**src/hdl/flow_pkg.sv**
```systemverilog
`default_nettype none

package flow_pkg;

  // ----------------------------------------
  // Router dimensions
  // ----------------------------------------

  // Output flows fed by the demux
  localparam int num_flows = 4;

  // One beat of header or payload
  localparam int data_width = 32;

  // Width of a flow index
  localparam int flow_sel_width = $clog2(num_flows);

  // Payload length range is 0 to 15 beats
  localparam int beat_count_width = 4;

  // ----------------------------------------
  // Header layout
  // ----------------------------------------

  // Destination flow sits in the lowest bits
  localparam int hdr_dest_lsb = 0;

  // Payload length follows the destination
  localparam int hdr_len_lsb = 2;

  // ----------------------------------------
  // Types
  // ----------------------------------------

  typedef logic [data_width-1:0]       data_t;
  typedef logic [flow_sel_width-1:0]   flow_sel_t;
  typedef logic [beat_count_width-1:0] beat_count_t;

  // One bit per output flow, for valid and ready vectors
  typedef logic [num_flows-1:0] flow_mask_t;

  // Router FSM, waiting for a header or moving payload
  typedef enum logic {
    st_header  = 1'b0,
    st_payload = 1'b1
  } route_state_t;

endpackage : flow_pkg

`default_nettype wire

```
**src/hdl/flow_demux_select.sv**
```systemverilog
`timescale 1ns/10ps
`default_nettype none

module flow_demux_select (
  // Clock and reset only feed the protocol checks
  input  wire logic                                     clk,
  input  wire logic                                     rst_n,

  input  wire flow_pkg::flow_sel_t                      select,

  // Push side, one input flow
  output logic                                          push_ready,
  input  wire logic                                     push_valid,
  input  wire flow_pkg::data_t                          push_data,

  // Pop side, one flow per output
  input  wire flow_pkg::flow_mask_t                     pop_ready,
  output flow_pkg::flow_mask_t                          pop_valid,
  output flow_pkg::data_t [flow_pkg::num_flows-1:0]     pop_data
);

  import flow_pkg::*;

  // ----------------------------------------
  // Steering
  // ----------------------------------------

  // Input sees the ready of the selected flow only
  assign push_ready = pop_ready[select];

  // Valid goes to the selected flow, all others stay low
  assign pop_valid = flow_mask_t'(push_valid) << select;

  // Data fans out to every flow
  // Only the flow with valid high takes it
  always_comb begin
    for (int i = 0; i < num_flows; i++) begin
      pop_data[i] = push_data;
    end
  end

  // ----------------------------------------
  // Protocol checks
  // ----------------------------------------

  // A stalled beat keeps its route until it is taken
  a_select_stable : assert property (
    @(posedge clk) disable iff (!rst_n)
    (push_valid && !push_ready) |=> $stable(select)
  );

  // Upstream holds valid and data while stalled
  a_push_stable : assert property (
    @(posedge clk) disable iff (!rst_n)
    (push_valid && !push_ready) |=> (push_valid && $stable(push_data))
  );

endmodule : flow_demux_select

`default_nettype wire

```
**src/hdl/packet_route_fsm.sv**
```systemverilog
`timescale 1ns/10ps
`default_nettype none

module packet_route_fsm (
  input  wire logic                  clk,
  input  wire logic                  rst_n,

  // Input handshake with ready from the demux
  input  wire logic                  in_valid,
  input  wire logic                  in_ready,
  input  wire flow_pkg::data_t       in_data,

  // Beat counter interface
  input  wire logic                  cnt_last,
  output logic                       cnt_load,
  output logic                       cnt_step,
  output flow_pkg::beat_count_t      load_len,

  // Demux select
  output flow_pkg::flow_sel_t        route_sel
);

  import flow_pkg::*;

  route_state_t state;
  flow_sel_t    dest_q;
  flow_sel_t    hdr_dest;
  beat_count_t  hdr_len;
  logic         in_xfer;

  // ----------------------------------------
  // Header decode
  // ----------------------------------------

  // Fields are only meaningful in st_header
  assign hdr_dest = in_data[hdr_dest_lsb +: $bits(flow_sel_t)];
  assign hdr_len  = in_data[hdr_len_lsb +: $bits(beat_count_t)];

  assign in_xfer = in_valid && in_ready;

  // Header beat routes on its own destination field
  // Payload uses the latched one, so payload bits cannot redirect
  assign route_sel = (state == st_header) ? hdr_dest : dest_q;

  // Counter strobes
  // Zero-length packets never load and the FSM stays put
  assign load_len = hdr_len;
  assign cnt_load = (state == st_header) && in_xfer && (hdr_len != '0);
  assign cnt_step = (state == st_payload) && in_xfer;

  // ----------------------------------------
  // State register
  // ----------------------------------------

  always_ff @(posedge clk) begin
    if (!rst_n) begin
      state  <= st_header;
      dest_q <= '0;
    end else begin
      case (state)
        st_header: begin
          if (in_xfer && (hdr_len != '0)) begin
            state  <= st_payload;
            dest_q <= hdr_dest;
          end
        end
        st_payload: begin
          // Leave on the last payload transfer
          if (in_xfer && cnt_last) begin
            state <= st_header;
          end
        end
        default: begin
          state <= st_header;
        end
      endcase
    end
  end

  // ----------------------------------------
  // Checks
  // ----------------------------------------

  // Counter only steps while payload is moving
  a_no_step_in_header : assert property (
    @(posedge clk) disable iff (!rst_n)
    cnt_step |-> (state == st_payload)
  );

endmodule : packet_route_fsm

`default_nettype wire

```
**src/hdl/beat_counter.sv**
```systemverilog
`timescale 1ns/10ps
`default_nettype none

module beat_counter (
  input  wire logic                  clk,
  input  wire logic                  rst_n,

  // Load with the packet's payload length
  input  wire logic                  load,
  input  wire flow_pkg::beat_count_t load_value,

  // One payload beat went through
  input  wire logic                  step,

  // One beat remains
  output logic                       last
);

  import flow_pkg::*;

  beat_count_t count;

  // ----------------------------------------
  // Remaining beats
  // ----------------------------------------

  always_ff @(posedge clk) begin
    if (!rst_n) begin
      count <= '0;
    end else if (load) begin
      count <= load_value;
    end else if (step) begin
      count <= count - beat_count_t'(1);
    end
  end

  // Next step is the final payload beat
  assign last = (count == beat_count_t'(1));

  // ----------------------------------------
  // Checks
  // ----------------------------------------

  // An empty counter never sees a payload beat
  a_no_step_at_zero : assert property (
    @(posedge clk) disable iff (!rst_n)
    step |-> (count != '0)
  );

  // Header and payload beats are distinct transfers
  a_no_load_and_step : assert property (
    @(posedge clk) disable iff (!rst_n)
    !(load && step)
  );

endmodule : beat_counter

`default_nettype wire

```
**src/hdl/flow_skid_buffer.sv**
```systemverilog
`timescale 1ns/10ps
`default_nettype none

module flow_skid_buffer (
  input  wire logic            clk,
  input  wire logic            rst_n,

  // Push side from the demux
  input  wire logic            push_valid,
  output logic                 push_ready,
  input  wire flow_pkg::data_t push_data,

  // Registered pop side toward the output port
  output logic                 pop_valid,
  input  wire logic            pop_ready,
  output flow_pkg::data_t      pop_data
);

  import flow_pkg::*;

  // Second entry catches a beat when the output stalls
  logic  skid_valid;
  data_t skid_data;

  logic  push;
  logic  out_advance;

  assign push = push_valid && push_ready;

  // Output register can take a new beat this cycle
  assign out_advance = !pop_valid || pop_ready;

  // Ready comes straight from a flop
  // Low only while the skid entry holds a beat
  assign push_ready = !skid_valid;

  // ----------------------------------------
  // Valid bits
  // ----------------------------------------

  always_ff @(posedge clk) begin
    if (!rst_n) begin
      pop_valid  <= 1'b0;
      skid_valid <= 1'b0;
    end else begin
      if (out_advance) begin
        pop_valid  <= skid_valid || push;
        skid_valid <= 1'b0;
      end else if (push) begin
        // Park the new beat while the output stalls
        skid_valid <= 1'b1;
      end
    end
  end

  // ----------------------------------------
  // Data
  // ----------------------------------------

  always_ff @(posedge clk) begin
    if (out_advance) begin
      // Skid entry is older, so it goes first
      if (skid_valid) begin
        pop_data <= skid_data;
      end else if (push) begin
        pop_data <= push_data;
      end
    end
    if (push && !out_advance) begin
      skid_data <= push_data;
    end
  end

  // ----------------------------------------
  // Checks
  // ----------------------------------------

  // Never a third beat while both entries are full
  a_no_overflow : assert property (
    @(posedge clk) disable iff (!rst_n)
    (pop_valid && skid_valid) |-> !push
  );

endmodule : flow_skid_buffer

`default_nettype wire

```
**src/hdl/packet_router_top.sv**
```systemverilog
`timescale 1ns/10ps
`default_nettype none

module packet_router_top (
  input  wire logic                                   clk,
  input  wire logic                                   rst_n,

  // Input packet stream
  input  wire logic                                   in_valid,
  output logic                                        in_ready,
  input  wire flow_pkg::data_t                        in_data,

  // Output flows, indexed by destination
  output flow_pkg::flow_mask_t                        out_valid,
  input  wire flow_pkg::flow_mask_t                   out_ready,
  output flow_pkg::data_t [flow_pkg::num_flows-1:0]   out_data
);

  import flow_pkg::*;

  // FSM to demux and counter
  flow_sel_t   route_sel;
  logic        cnt_load;
  logic        cnt_step;
  logic        cnt_last;
  beat_count_t load_len;

  // Demux to skid buffers
  flow_mask_t                 buf_valid;
  flow_mask_t                 buf_ready;
  data_t [num_flows-1:0]      buf_data;

  // ----------------------------------------
  // Packet control
  // ----------------------------------------

  packet_route_fsm u_fsm (
    .clk       (clk),
    .rst_n     (rst_n),
    .in_valid  (in_valid),
    .in_ready  (in_ready),
    .in_data   (in_data),
    .cnt_last  (cnt_last),
    .cnt_load  (cnt_load),
    .cnt_step  (cnt_step),
    .load_len  (load_len),
    .route_sel (route_sel)
  );

  beat_counter u_counter (
    .clk        (clk),
    .rst_n      (rst_n),
    .load       (cnt_load),
    .load_value (load_len),
    .step       (cnt_step),
    .last       (cnt_last)
  );

  // ----------------------------------------
  // Datapath
  // ----------------------------------------

  // Input ready follows the selected buffer only
  flow_demux_select u_demux (
    .clk        (clk),
    .rst_n      (rst_n),
    .select     (route_sel),
    .push_ready (in_ready),
    .push_valid (in_valid),
    .push_data  (in_data),
    .pop_ready  (buf_ready),
    .pop_valid  (buf_valid),
    .pop_data   (buf_data)
  );

  // One registered buffer per output flow
  for (genvar i = 0; i < num_flows; i++) begin : g_out_buf
    flow_skid_buffer u_buf (
      .clk        (clk),
      .rst_n      (rst_n),
      .push_valid (buf_valid[i]),
      .push_ready (buf_ready[i]),
      .push_data  (buf_data[i]),
      .pop_valid  (out_valid[i]),
      .pop_ready  (out_ready[i]),
      .pop_data   (out_data[i])
    );
  end

endmodule : packet_router_top

`default_nettype wire

```
**config.mk**
```make
export PLATFORM = sky130hd
export DESIGN_NAME = packet_router_top
export DESIGN_NICKNAME = d
export VERILOG_FILES = /design/src/hdl/flow_pkg.sv /design/src/hdl/flow_demux_select.sv /design/src/hdl/packet_route_fsm.sv /design/src/hdl/beat_counter.sv /design/src/hdl/flow_skid_buffer.sv /design/src/hdl/packet_router_top.sv
export SDC_FILE = /design/constraint.sdc
export NUM_CORES = 1
export LEC_CHECK = 0
export ABC_AREA = 1
export BUFFER_PORTS_ARGS = -buffer_cell sky130_fd_sc_hd__buf_2
export CORE_MARGIN = 8
export CORE_UTILIZATION = 55
export DETAILED_ROUTE_END_ITERATION = 10
export GPL_TIMING_DRIVEN = 0
export PLACE_DENSITY_LB_ADDON = 0.3
export SLEW_MARGIN = 0
export SYNTH_ARGS = -nofsm -noshare
export SYNTH_HDL_FRONTEND = slang
export SYNTH_SLANG_ARGS = --single-unit
```
**constraint.sdc**
```tcl
create_clock -name clk -period 5.9 [get_ports clk]
set_input_delay 1.18 -clock clk [delete_from_list [all_inputs] [get_ports clk]]
set_output_delay 1.18 -clock clk [all_outputs]
set_load 0.01 [all_outputs]
```
# == After elaboration in Yosys (flattened, before gate mapping) ==
# Cells that the tools add are included.
# op_classes
addsub,1
order_cmp,1
n_eq_ne,1
n_shift,1
n_mux,16
bitwise,2
reduce_logical,49
# ops
cell,count
32-bit two-way mux,8
1-bit logical AND,14
1-bit zero test,12
2-bit AND reduction,5
2-bit nonzero test,5
1-bit logical OR,8
4-bit two-way mux,2
2-bit OR reduction,4
"4-bit by 1-bit == test with 1-bit output, second input constant",1
4-bit nonzero test,1
1-bit by 2-bit left shift with 4-bit output,1
"4-bit by 1-bit subtractor with 4-bit output, second input constant",1
"2-bit by 3-bit less-than comparator with 1-bit output, second input constant",1
1-bit two-way mux,3
1-bit binary-select mux with 2-bit select,1
2-bit two-way mux,1
1-bit inverter,2
1-bit one-hot mux with 2 select lines,1
# totals
ff_bits,271
input_bits,39
output_inout_bits,133

# == Depth between registers and ports, before layout ==
# Gate-level depths: netlist of run 1.
# logic_depth
word_depth,7
mapped_depth,11
ltp_nobuf,10

# == Hierarchy ==
# Synthesis of run 1 repeated with hierarchy kept, for this count alone.
# unflattened
cells_unflattened,937
area_unflattened_um2,11491.0
# by_module_without_submodules
mod,n_inst,cells_per_inst,area_each_um2,seq_area_each_um2
flow_skid_buffer,4,179,2494.9,1961.9
flow_demux_select,1,146,1036.0,0.0
beat_counter,1,42,265.3,80.1
packet_route_fsm,1,33,210.2,60.1

# == Least setup slack after synthesis of run 1 ==
# OpenSTA, ideal clock, no wires.
# synth_timing
path_type,input port to flip-flop
from,in in_valid
to,reg g_out_buf[1].u_buf.skid_data[0] (enable)
setup_time_ps,468
arrival_ps,4104
t_required_ps,5432
slack_ps,1328
stages,4
cell_sequence,buf_2 inv_1 nor3_1 nor3b_1
# synth_via
elab_chain_len,3
# synth_lines
element,line_no,rtl
"start, declared",packet_router_top.sv:9,"input wire logic in_valid,"
1-bit by 2-bit left shift with 4-bit output,flow_demux_select.sv:32,assign pop_valid = flow_mask_t'(push_valid) << select;
1-bit logical AND,flow_skid_buffer.sv:28,assign push = push_valid && push_ready;
1-bit logical AND,flow_skid_buffer.sv:69,if (push && !out_advance) begin
"end signal, assigned",flow_skid_buffer.sv:70,skid_data <= push_data;
"end, declared",flow_skid_buffer.sv:23,data_t skid_data;
# No other way between the ends.
# A chain may end at the register's enable or synchronous reset.

# == Worst setup path after layout of run 1 ==
# layout_timing
from,in in_data[0]
to,out in_ready
# layout_via
elab_chain_len,3
# layout_lines
element,line_no,rtl
"start, declared",packet_router_top.sv:11,"input wire flow_pkg::data_t in_data,"
2-bit two-way mux,packet_route_fsm.sv:43,assign route_sel = (state == st_header) ? hdr_dest : dest_q;
1-bit binary-select mux with 2-bit select,flow_demux_select.sv:29,assign push_ready = pop_ready[select];
1-bit two-way mux (implied by the code),flow_demux_select.sv:29,
"end, declared",packet_router_top.sv:10,"output logic in_ready,"
# No other way between the ends. The select of a mux whose other input is x is not followed.

==> results_dict.tcl, run 1 <==
set metrics [dict create \
    power.leakage_nw 4.34 \
    syn_avg_cell_area_um2 14.1 \
    critPathLaunchType "primary input" \
    rsz0062_at_grt "false" \
    fmax_ghz 0.308 \
    cap_violations 0 \
    path_cells "buf_2 > inv_1 > nand2_1 > nand3_1 > nand3_2 > nand2_4 > buf_2" \
    power_frac_seq 0.545 \
    syn_area_um2 9950 \
    core_um2 17800 \
    rows 49 \
    swShare 0.219 \
    finalCriticalPeriod_ns 3.25 \
    cts-resized-gates 0 \
    chipHeight_um 151 \
    first_pass_iters 5 \
    synth_fp_nets 748 \
    n_fill_cell 1255 \
    post-cts-setup-buffer-count 0 \
    ys_ff_latch 271 \
    relSlewSlack 0.416 \
    power_frac_comb 0.072 \
    maxSlewViolCount 0 \
    fin_area_um2 12200 \
    utilization 0.681 \
    cts_root_buffer "clkbuf_16" \
    min_period_over_period 0.551 \
    dp_cells 1116 \
    post-dp-hpwl_mm 16.0 \
    cp_slowest_cell "buf_2" \
    seq_area_frac_synth 0.803 \
    placed_cell_area_um2 11400 \
    yosys.area.top_type "edfxtp_1" \
    cpMostUsedCell "buf_2" \
    outcome "finished, final reports clean" \
    postCtsHoldBufs 0 \
    layout_common_cells "256 x edfxtp_1, 172 x buf_2, 151 x nand2_1, 128 x o21ai_0, 52 x inv_1" \
    worstSetupPathType "primary input to primary output" \
    dieArea_um2 22700 \
    cts.clk_slew.worst_paths_ns 0.06 \
    hold_path.class "flop to flop" \
    preCtsSetupSlack_ns 2.65 \
    port_buffers 170 \
    finalPower_mw 4.05 \
    antenna_found_initial 1 \
    clockBufferDepth 3 \
    vias 6232 \
    worst_slew_pin_slew_ns 0.872 \
    slowest_delay_ns 0.15 \
    internal_power_mw 3.16 \
    fin_cells 1165 \
    power_density_nw_per_um2 333 \
    gr-total-overflow 0 \
    viasPerCell 5.35 \
    wl_mm 24.1 \
    fin_worst_skew_ns 0.0106 \
    finalHoldViolCount 0 \
    p_sw_uw 885 \
    start_util 0.558 \
    synth_warnings 0 \
    drive_gt1_frac 0.261 \
    clkLatencyLatePin_ns 0.52 \
    netlist_instances 707 \
    path_max_fanout 8 \
    crit_required_ns 4.72 \
    finalSetupViolations 0 \
    grt_pass1_wl_mm 35.8 \
    drc_errors 0 \
    htree_levels 1 \
    grt_max_degree 26 \
    drt_iter0_drc 529 \
    cts.sinks 271 \
    p_clk_frac 0.383 \
    peakVddDrop_v 0.000243 \
    synth_top_area_frac 0.773 \
    worst_ep_arrival_time_ns 2.07 \
    final_common_cell "edfxtp_1" \
    synth.area.top_cells "edfxtp_1 77%, o21ai_0 6.4%, nand2_1 5.7%" \
    dieWidth_um 151 \
    cp-end-kind "primary output" \
    ys_types 24 \
    cts_buffers 26 \
    grt_pass1_vias 6242 \
    worst_slack_ns 2.65 \
    gr-usage-all-layers 0.211 \
    ant_nets 0 \
    fin_nets 956 \
    ios 172 \
    cts_tree "yes" \
    syn2layout_area_growth_pct 22.1 \
    place_congestion 0.855 \
    wire_per_inst_um 20.7 \
]
synth_stat cells:
| master | number |
|---|---|
| o21ai_2 | 2 |
| nand4_1 | 5 |
| nand3_1 | 11 |
| clkbuf_1 | 28 |
| buf_6 | 1 |
| o21ai_0 | 128 |
| nor3_1 | 8 |
| nand3_4 | 2 |
| nor3b_1 | 1 |
| nor2_1 | 20 |
| inv_2 | 4 |
| buf_4 | 4 |
| edfxtp_1 | 256 |
| buf_2 | 2 |
| ha_1 | 2 |
| nand2_4 | 1 |
| a31oi_2 | 1 |
| nand3_2 | 1 |
| nand2_1 | 151 |
| o21ai_1 | 1 |
| dfxtp_1 | 15 |
| xor2_1 | 2 |
| a21oi_1 | 9 |
| inv_1 | 52 |
path summary, 6_finish.rpt:
| path | start | to | slack, ns | depth (start not counted) |
|---|---|---|---|---|
| max reg2reg | u_fsm.state$_SDFF_PN0_ | g_out_buf[3].u_buf.pop_data[21]$_DFFE_PP_ | 3.56 | 8 |
| min | g_out_buf[0].u_buf.skid_data[18]$_DFFE_PP_ | g_out_buf[0].u_buf.pop_data[18]$_DFFE_PP_ | 0.52 | 2 |
| max | in_data[0] | in_ready | 2.65 | 7 |
| min reg2reg | g_out_buf[0].u_buf.skid_data[18]$_DFFE_PP_ | g_out_buf[0].u_buf.pop_data[18]$_DFFE_PP_ | 0.52 | 2 |
state kept, by name (all words and copies together), names as in the netlist:
| register | flops |
|---|---|
| g_out_buf.u_buf.pop_data | 128 |
| g_out_buf.u_buf.pop_valid | 4 |
| g_out_buf.u_buf.skid_data | 128 |
| g_out_buf.u_buf.skid_valid | 4 |
| u_counter.count | 4 |
| u_fsm.dest_q | 2 |
| u_fsm.state | 1 |
cell type report:
cell class,count,area [µm²],area share
flip-flops and latches,271,7990,0.657
multi-input cells,345,1650,0.136
repair buffers,180,1060,0.0871
clock buffers,32,694,0.0571
well taps,229,287,0.0236
inverters,56,210,0.0173
plain buffers,35,156,0.0129
clock inverters,16,104,0.00855
diodes,1,2.50,0.000206
worst max-delay path, delay by kind of cell:
family	cells	cell delay, ns
buffers and inverters	3	0.44
AND/OR/NAND/NOR	4	0.44
cells by family (layout without fill, tap and decap cells):
kind of cell | count (synthesis) | after routing | share of synthesized area
AO/OA/AOI/OAI | 141 | 141 | 0.0724
XOR/XNOR | 2 | 2 | 0.00176
adder cells (fa/ha/maj) | 2 | 2 | 0.00251
buffers and inverters | 91 | 319 | 0.0368
flip-flops | 271 | 271 | 0.803
other | 0 | 1 | 0
AND/OR/NAND/NOR | 200 | 200 | 0.0836
per-layer routing:
layer	part of all wire	up-vias	track usage
met3	0.073	48	0.0358
met5	0	-	0
met4	0.024	0	0.0700
met2	0.51	262	0.364
li1	-	2919	-
met1	0.40	3003	0.267
power groups by stage:
stage | Combinational [mW] | Clock, mW | Sequential, mW
after CTS | 0.294 | 1.57 | 2.21
after floorplan | 0.116 | 0 | 2.28
after detailed placement | 0.292 | 0 | 2.25
after global routing | 0.318 | 1.64 | 2.21
after global placement | 0.262 | 0 | 2.26
final | 0.290 | 1.55 | 2.21
stage by stage:
step	hold WS (ns)	TNS (ns)
after global placement	0.502	-31.98
final	0.520	0
after global routing	0.546	0
after floorplan	0.500	0
after detailed placement	0.510	0
after CTS	0.518	0
No activity file was read; power rests on OpenSTA's default activity.
==> inputs of run 2 (changes only) <==
Settings changed: CORE_UTILIZATION 55 to 50.
Clock period 5.9 ns to 2.78 ns, I/O delays scaled along.
==> results_dict.tcl, run 2 (same netlist as run 1, synthesis figures left out) <==
set metrics [dict create \
    outcome "finished, final reports clean" \
    htree_levels 1 \
    crit_required_ns 3.05 \
    path_cells "clkbuf_1 > clkbuf_1 > nor2_4 > buf_16" \
    dieWidth_um 157 \
    finalPower_mw 8.96 \
    relSlewSlack 0.449 \
    post-dp-hpwl_mm 16.5 \
    critPathLaunchType "flop" \
    antenna_found_initial 0 \
    r2r-start "g_out_buf[2].u_buf.skid_valid$_SDFFE_PP0P_" \
    worst_r2r_path_depth 4 \
    drc_errors 0 \
    worstSetupPathType "flop to flop" \
    utilization 0.630 \
    vias 6214 \
    rows 51 \
    dieArea_um2 24700 \
    r2r_slack_ns 0.40 \
    fin_cells 1201 \
    multi_input_area_um2 1660 \
    peakVddDrop_v 0.000596 \
    wl_mm 24.6 \
    start_util 0.510 \
    ant_nets 0 \
    rr_endpoint "g_out_buf[2].u_buf.skid_data[21]$_DFFE_PP_" \
    worst_ep_arrival_time_ns 2.65 \
    syn2layout_area_growth_pct 23.6 \
    cts_tree "yes" \
    postCtsHoldBufs 0 \
    grt_pass1_wl_mm 36.3 \
    core_um2 19500 \
    post-cts-setup-buffer-count 0 \
    seq_area_um2 7990 \
    place_congestion 0.813 \
    cts.sinks 271 \
    finalSetupTns_ns 0 \
    cp_slowest_cell "clkbuf_1" \
    worstHoldEndpoint "g_out_buf[2].u_buf.skid_data[18]$_DFFE_PP_" \
    wire_per_inst_um 20.5 \
    clkLatencyLatePin_ns 0.54 \
    grt_pass1_vias 6141 \
    min_period_over_period 0.855 \
    layout_common_cells "256 x edfxtp_1, 172 x buf_2, 151 x nand2_1, 128 x o21ai_0, 52 x inv_1" \
    n_fill_cell 1514 \
    finalSetupViolations 0 \
    cts_buffers 27 \
    first_pass_iters 5 \
    finalHoldViolCount 0 \
    power_density_nw_per_um2 728 \
    viasPerCell 5.17 \
    cts-resized-gates 0 \
    power.leakage_nw 4.38 \
    fmax_ghz 0.421 \
    fin_nets 956 \
    cts.clk_slew.worst_paths_ns 0.06 \
    diodes 0 \
    cap_violations 0 \
    clockBufferDepth 3 \
    cts_root_buffer "clkbuf_16" \
    gr-usage-all-layers 0.198 \
    hold_path_depth 1 \
    dp_cells 1151 \
    final_common_cell "edfxtp_1" \
    rsz0062_at_grt "false" \
    reg_top3 "g_out_buf.u_buf.pop_data: 128 flops, g_out_buf.u_buf.skid_data: 128 flops" \
    cp-end-kind "flop" \
    port_buffers 170 \
    slowest_delay_ns 0.69 \
    hold_path.class "primary input to flop" \
    drt_iter0_drc 495 \
    maxSlewViolCount 0 \
    drive_gt1_frac 0.262 \
    cpMostUsedCell "clkbuf_1" \
    ios 172 \
    path_max_fanout 19 \
    min-delay-start "in_data[18]" \
    fin_worst_skew_ns 0.0197 \
    startpoint "g_out_buf[2].u_buf.skid_valid$_SDFFE_PP0P_" \
    finalCriticalPeriod_ns 2.38 \
    hold-worst-slack_ns 0.250 \
    grt_max_degree 25 \
    worst_slew_pin_slew_ns 0.827 \
    chipHeight_um 157 \
    gr-total-overflow 0 \
]
[run 2: power breakdown]
group	switching, mW	leakage (nW)	internal [mW]	total, mW
clock	1.49	0.432	2.16	3.65
combinational	0.409	1.49	0.207	0.616
sequential	0.0430	2.45	4.64	4.69
[run 2: layout make-up]
| type | count | share of cell area |
|---|---|---|
| flip-flops and latches | 271 | 0.650 |
| multi-input cells | 345 | 0.135 |
| repair buffers | 179 | 0.0861 |
| clock buffers | 32 | 0.0565 |
| well taps | 265 | 0.0270 |
| inverters | 56 | 0.0171 |
| clock inverters | 18 | 0.0163 |
| plain buffers | 35 | 0.0127 |
[run 2: metrics by stage]
stage	setup slack [ns]	cell area, µm²
2_1_floorplan	-0.0241	9970
3_3_place_gp	-1.31	11200
3_5_place_dp	0.0343	11400
4_1_cts	0.382	12300
5_1_grt	0.234	12300
6_report	0.402	12300
[run 2: worst max-delay path, delay by kind of cell (launching register included)]
family	cells	cell delay [ns]
buf+inv	3	1.43
simple gates	1	0.29
flops	1	0.39
[run 2: worst max-delay path by stage]
| stage | cells past startpoint | slack, ns | endpoint |
|---|---|---|---|
| 2_1_floorplan | 4 | -0.02 | g_out_buf[1].u_buf.skid_data[0]$_DFFE_PP_ |
| 6_report | 4 | 0.40 | g_out_buf[2].u_buf.skid_data[21]$_DFFE_PP_ |
| 5_1_grt | 8 | 0.23 | g_out_buf[3].u_buf.pop_data[5]$_DFFE_PP_ |
| 4_1_cts | 8 | 0.38 | g_out_buf[3].u_buf.pop_data[10]$_DFFE_PP_ |
| 3_5_place_dp | 8 | 0.03 | g_out_buf[3].u_buf.pop_data[12]$_DFFE_PP_ |
| 3_3_place_gp | 6 | -1.31 | g_out_buf[1].u_buf.skid_data[14]$_DFFE_PP_ |
[run 2: metal layers]
| layer | track usage | share of wire | up-vias |
|---|---|---|---|
| met4 | 0.0671 | 0.025 | 0 |
| met3 | 0.0362 | 0.077 | 44 |
| li1 | - | - | 2927 |
| met5 | 0 | 0 | - |
| met2 | 0.345 | 0.51 | 254 |
| met1 | 0.243 | 0.39 | 2989 |
==> inputs of run 3 (changes only) <==
Settings changed: CTS_BUF_LIST set to sky130_fd_sc_hd__clkbuf_16, GPL_ROUTABILITY_DRIVEN set to 0.
==> results_dict.tcl, run 3 (same netlist as run 1, synthesis figures left out) <==
set metrics [dict create \
    outcome "finished, final reports clean" \
    worst_slew_pin_slew_ns 0.831 \
    n_fill_cell 1514 \
    power_frac_seq 0.524 \
    power_frac_comb 0.069 \
    port_buffers 170 \
    cts-resized-gates 0 \
    min_period_over_period 0.860 \
    wl_met1_mm 9.34 \
    swShare 0.217 \
    clkLatencyLatePin_ns 0.54 \
    r2r-start "g_out_buf[2].u_buf.skid_valid$_SDFFE_PP0P_" \
    wire_per_inst_um 20.5 \
    top_layer "met4" \
    grt_pass1_wl_mm 36.3 \
    met3_length_mm 2.04 \
    ant_nets 0 \
    reg_top3 "g_out_buf.u_buf.pop_data: 128 flops, g_out_buf.u_buf.skid_data: 128 flops" \
    peakVddDrop_v 0.000596 \
    dieWidth_um 157 \
    p_clk_frac 0.407 \
    cts.sinks 271 \
    critPathLaunchType "flop" \
    drt_iter0_drc 529 \
    htree_levels 1 \
    worst_ep_arrival_time_ns 2.66 \
    gr-usage-all-layers 0.198 \
    wl_met2_mm 12.5 \
    dieArea_um2 24700 \
    cts.clk_slew.worst_paths_ns 0.06 \
    cts_root_buffer "clkbuf_16" \
    path_max_fanout 19 \
    final_common_cell "edfxtp_1" \
    p_sw_mw 1.94 \
    startpoint "g_out_buf[2].u_buf.skid_valid$_SDFFE_PP0P_" \
    finalPower_mw 8.94 \
    grt_pass1_vias 6141 \
    rsz0062_at_grt "false" \
    viasPerCell 5.17 \
    drc_errors 0 \
    clockBufferDepth 3 \
    chipHeight_um 157 \
    wl_mm 24.6 \
    drive_gt1_frac 0.262 \
    min-delay-start "in_data[18]" \
    rows 51 \
    fin_worst_skew_ns 0.0168 \
    worstSetupPathType "flop to flop" \
    cp-end-kind "flop" \
    finalHoldViolCount 0 \
    ios 172 \
    layout_common_cells "256 x edfxtp_1, 172 x buf_2, 151 x nand2_1, 128 x o21ai_0, 57 x inv_1" \
    syn2layout_area_growth_pct 23.6 \
    power.leakage_nw 4.40 \
    cts_buffers 27 \
    post-dp-hpwl_mm 16.5 \
    start_util 0.510 \
    core_um2 19500 \
    post-cts-setup-buffer-count 0 \
    fin_nets 956 \
    finalCriticalPeriod_ns 2.39 \
    dp_cells 1151 \
    postCtsHoldBufs 0 \
    power_density_nw_per_um2 727 \
    grt_max_degree 25 \
    finalSetupViolations 0 \
    vias 6215 \
    fmax_ghz 0.418 \
    first_pass_iters 5 \
    internal_power_mw 6.99 \
    cts_tree "yes" \
    crit_required_ns 3.05 \
    maxSlewViolCount 0 \
    r2r_slack_ns 0.39 \
    cap_violations 0 \
    diodes 0 \
    antenna_found_initial 0 \
    hold_path.class "primary input to flop" \
    gr-total-overflow 0 \
    relSlewSlack 0.446 \
    fin_cells 1201 \
]
[run 3: changes by cell type in the layout (fill, tap and decap cells not counted)]
cell	before	now
inv_1	52	57
clkbuf_1	33	28
[run 3: layout make-up]
type	instances	area [µm²]	area share
buffer	35	156	0.0127
clock buffer	27	676	0.0549
clock inverter	23	219	0.0178
inverter	56	210	0.0171
multi-input combinational	345	1660	0.135
sequential	271	7990	0.650
tap	265	332	0.0270
timing repair buffer	179	1060	0.0861
[run 3: final timing paths]
path | end | cells after the start
worst max register to register | g_out_buf[2].u_buf.skid_data[21]$_DFFE_PP_ | 4
worst max-delay path | g_out_buf[2].u_buf.skid_data[21]$_DFFE_PP_ | 4
worst min-delay path | g_out_buf[2].u_buf.skid_data[18]$_DFFE_PP_ | 1
worst min register to register | g_out_buf[3].u_buf.pop_data[2]$_DFFE_PP_ | 2
[run 3: power groups by stage]
stage	Clock, mW	Combinational [mW]	Sequential, mW
after floorplan	0	0.248	4.83
after global placement	0	0.567	4.78
after detailed placement	0	0.624	4.77
final	3.63	0.616	4.69
after CTS	3.69	0.627	4.69
after global routing	3.84	0.676	4.70
[run 3: through the flow]
stage / util / setup slack (ns) / area, µm² / hold WS (ns) / setup TNS, ns
2_1_floorplan: - / -0.0241 / 9970 / 0.500 / -0.772
3_3_place_gp: 0.571 / -1.31 / 11200 / 0.502 / -203.05
3_5_place_dp: 0.584 / 0.0343 / 11400 / 0.511 / 0
4_1_cts: 0.630 / 0.382 / 12300 / 0.237 / 0
5_1_grt: 0.630 / 0.234 / 12300 / 0.242 / 0
6_report: 0.630 / 0.390 / 12300 / 0.250 / 0
[run 3: critical path: stages (launching register included)]
cell      delay (ns)
dfxtp_1         0.39
clkbuf_1        0.49
clkbuf_1        0.69
nor2_4          0.29
buf_16          0.26
[run 3: routing by layer]
metal  up-vias  global-route usage
met2       274               0.345
met1      2969               0.243
met5         -                   0
li1       2922                   -
met4         0              0.0671
met3        50              0.0362
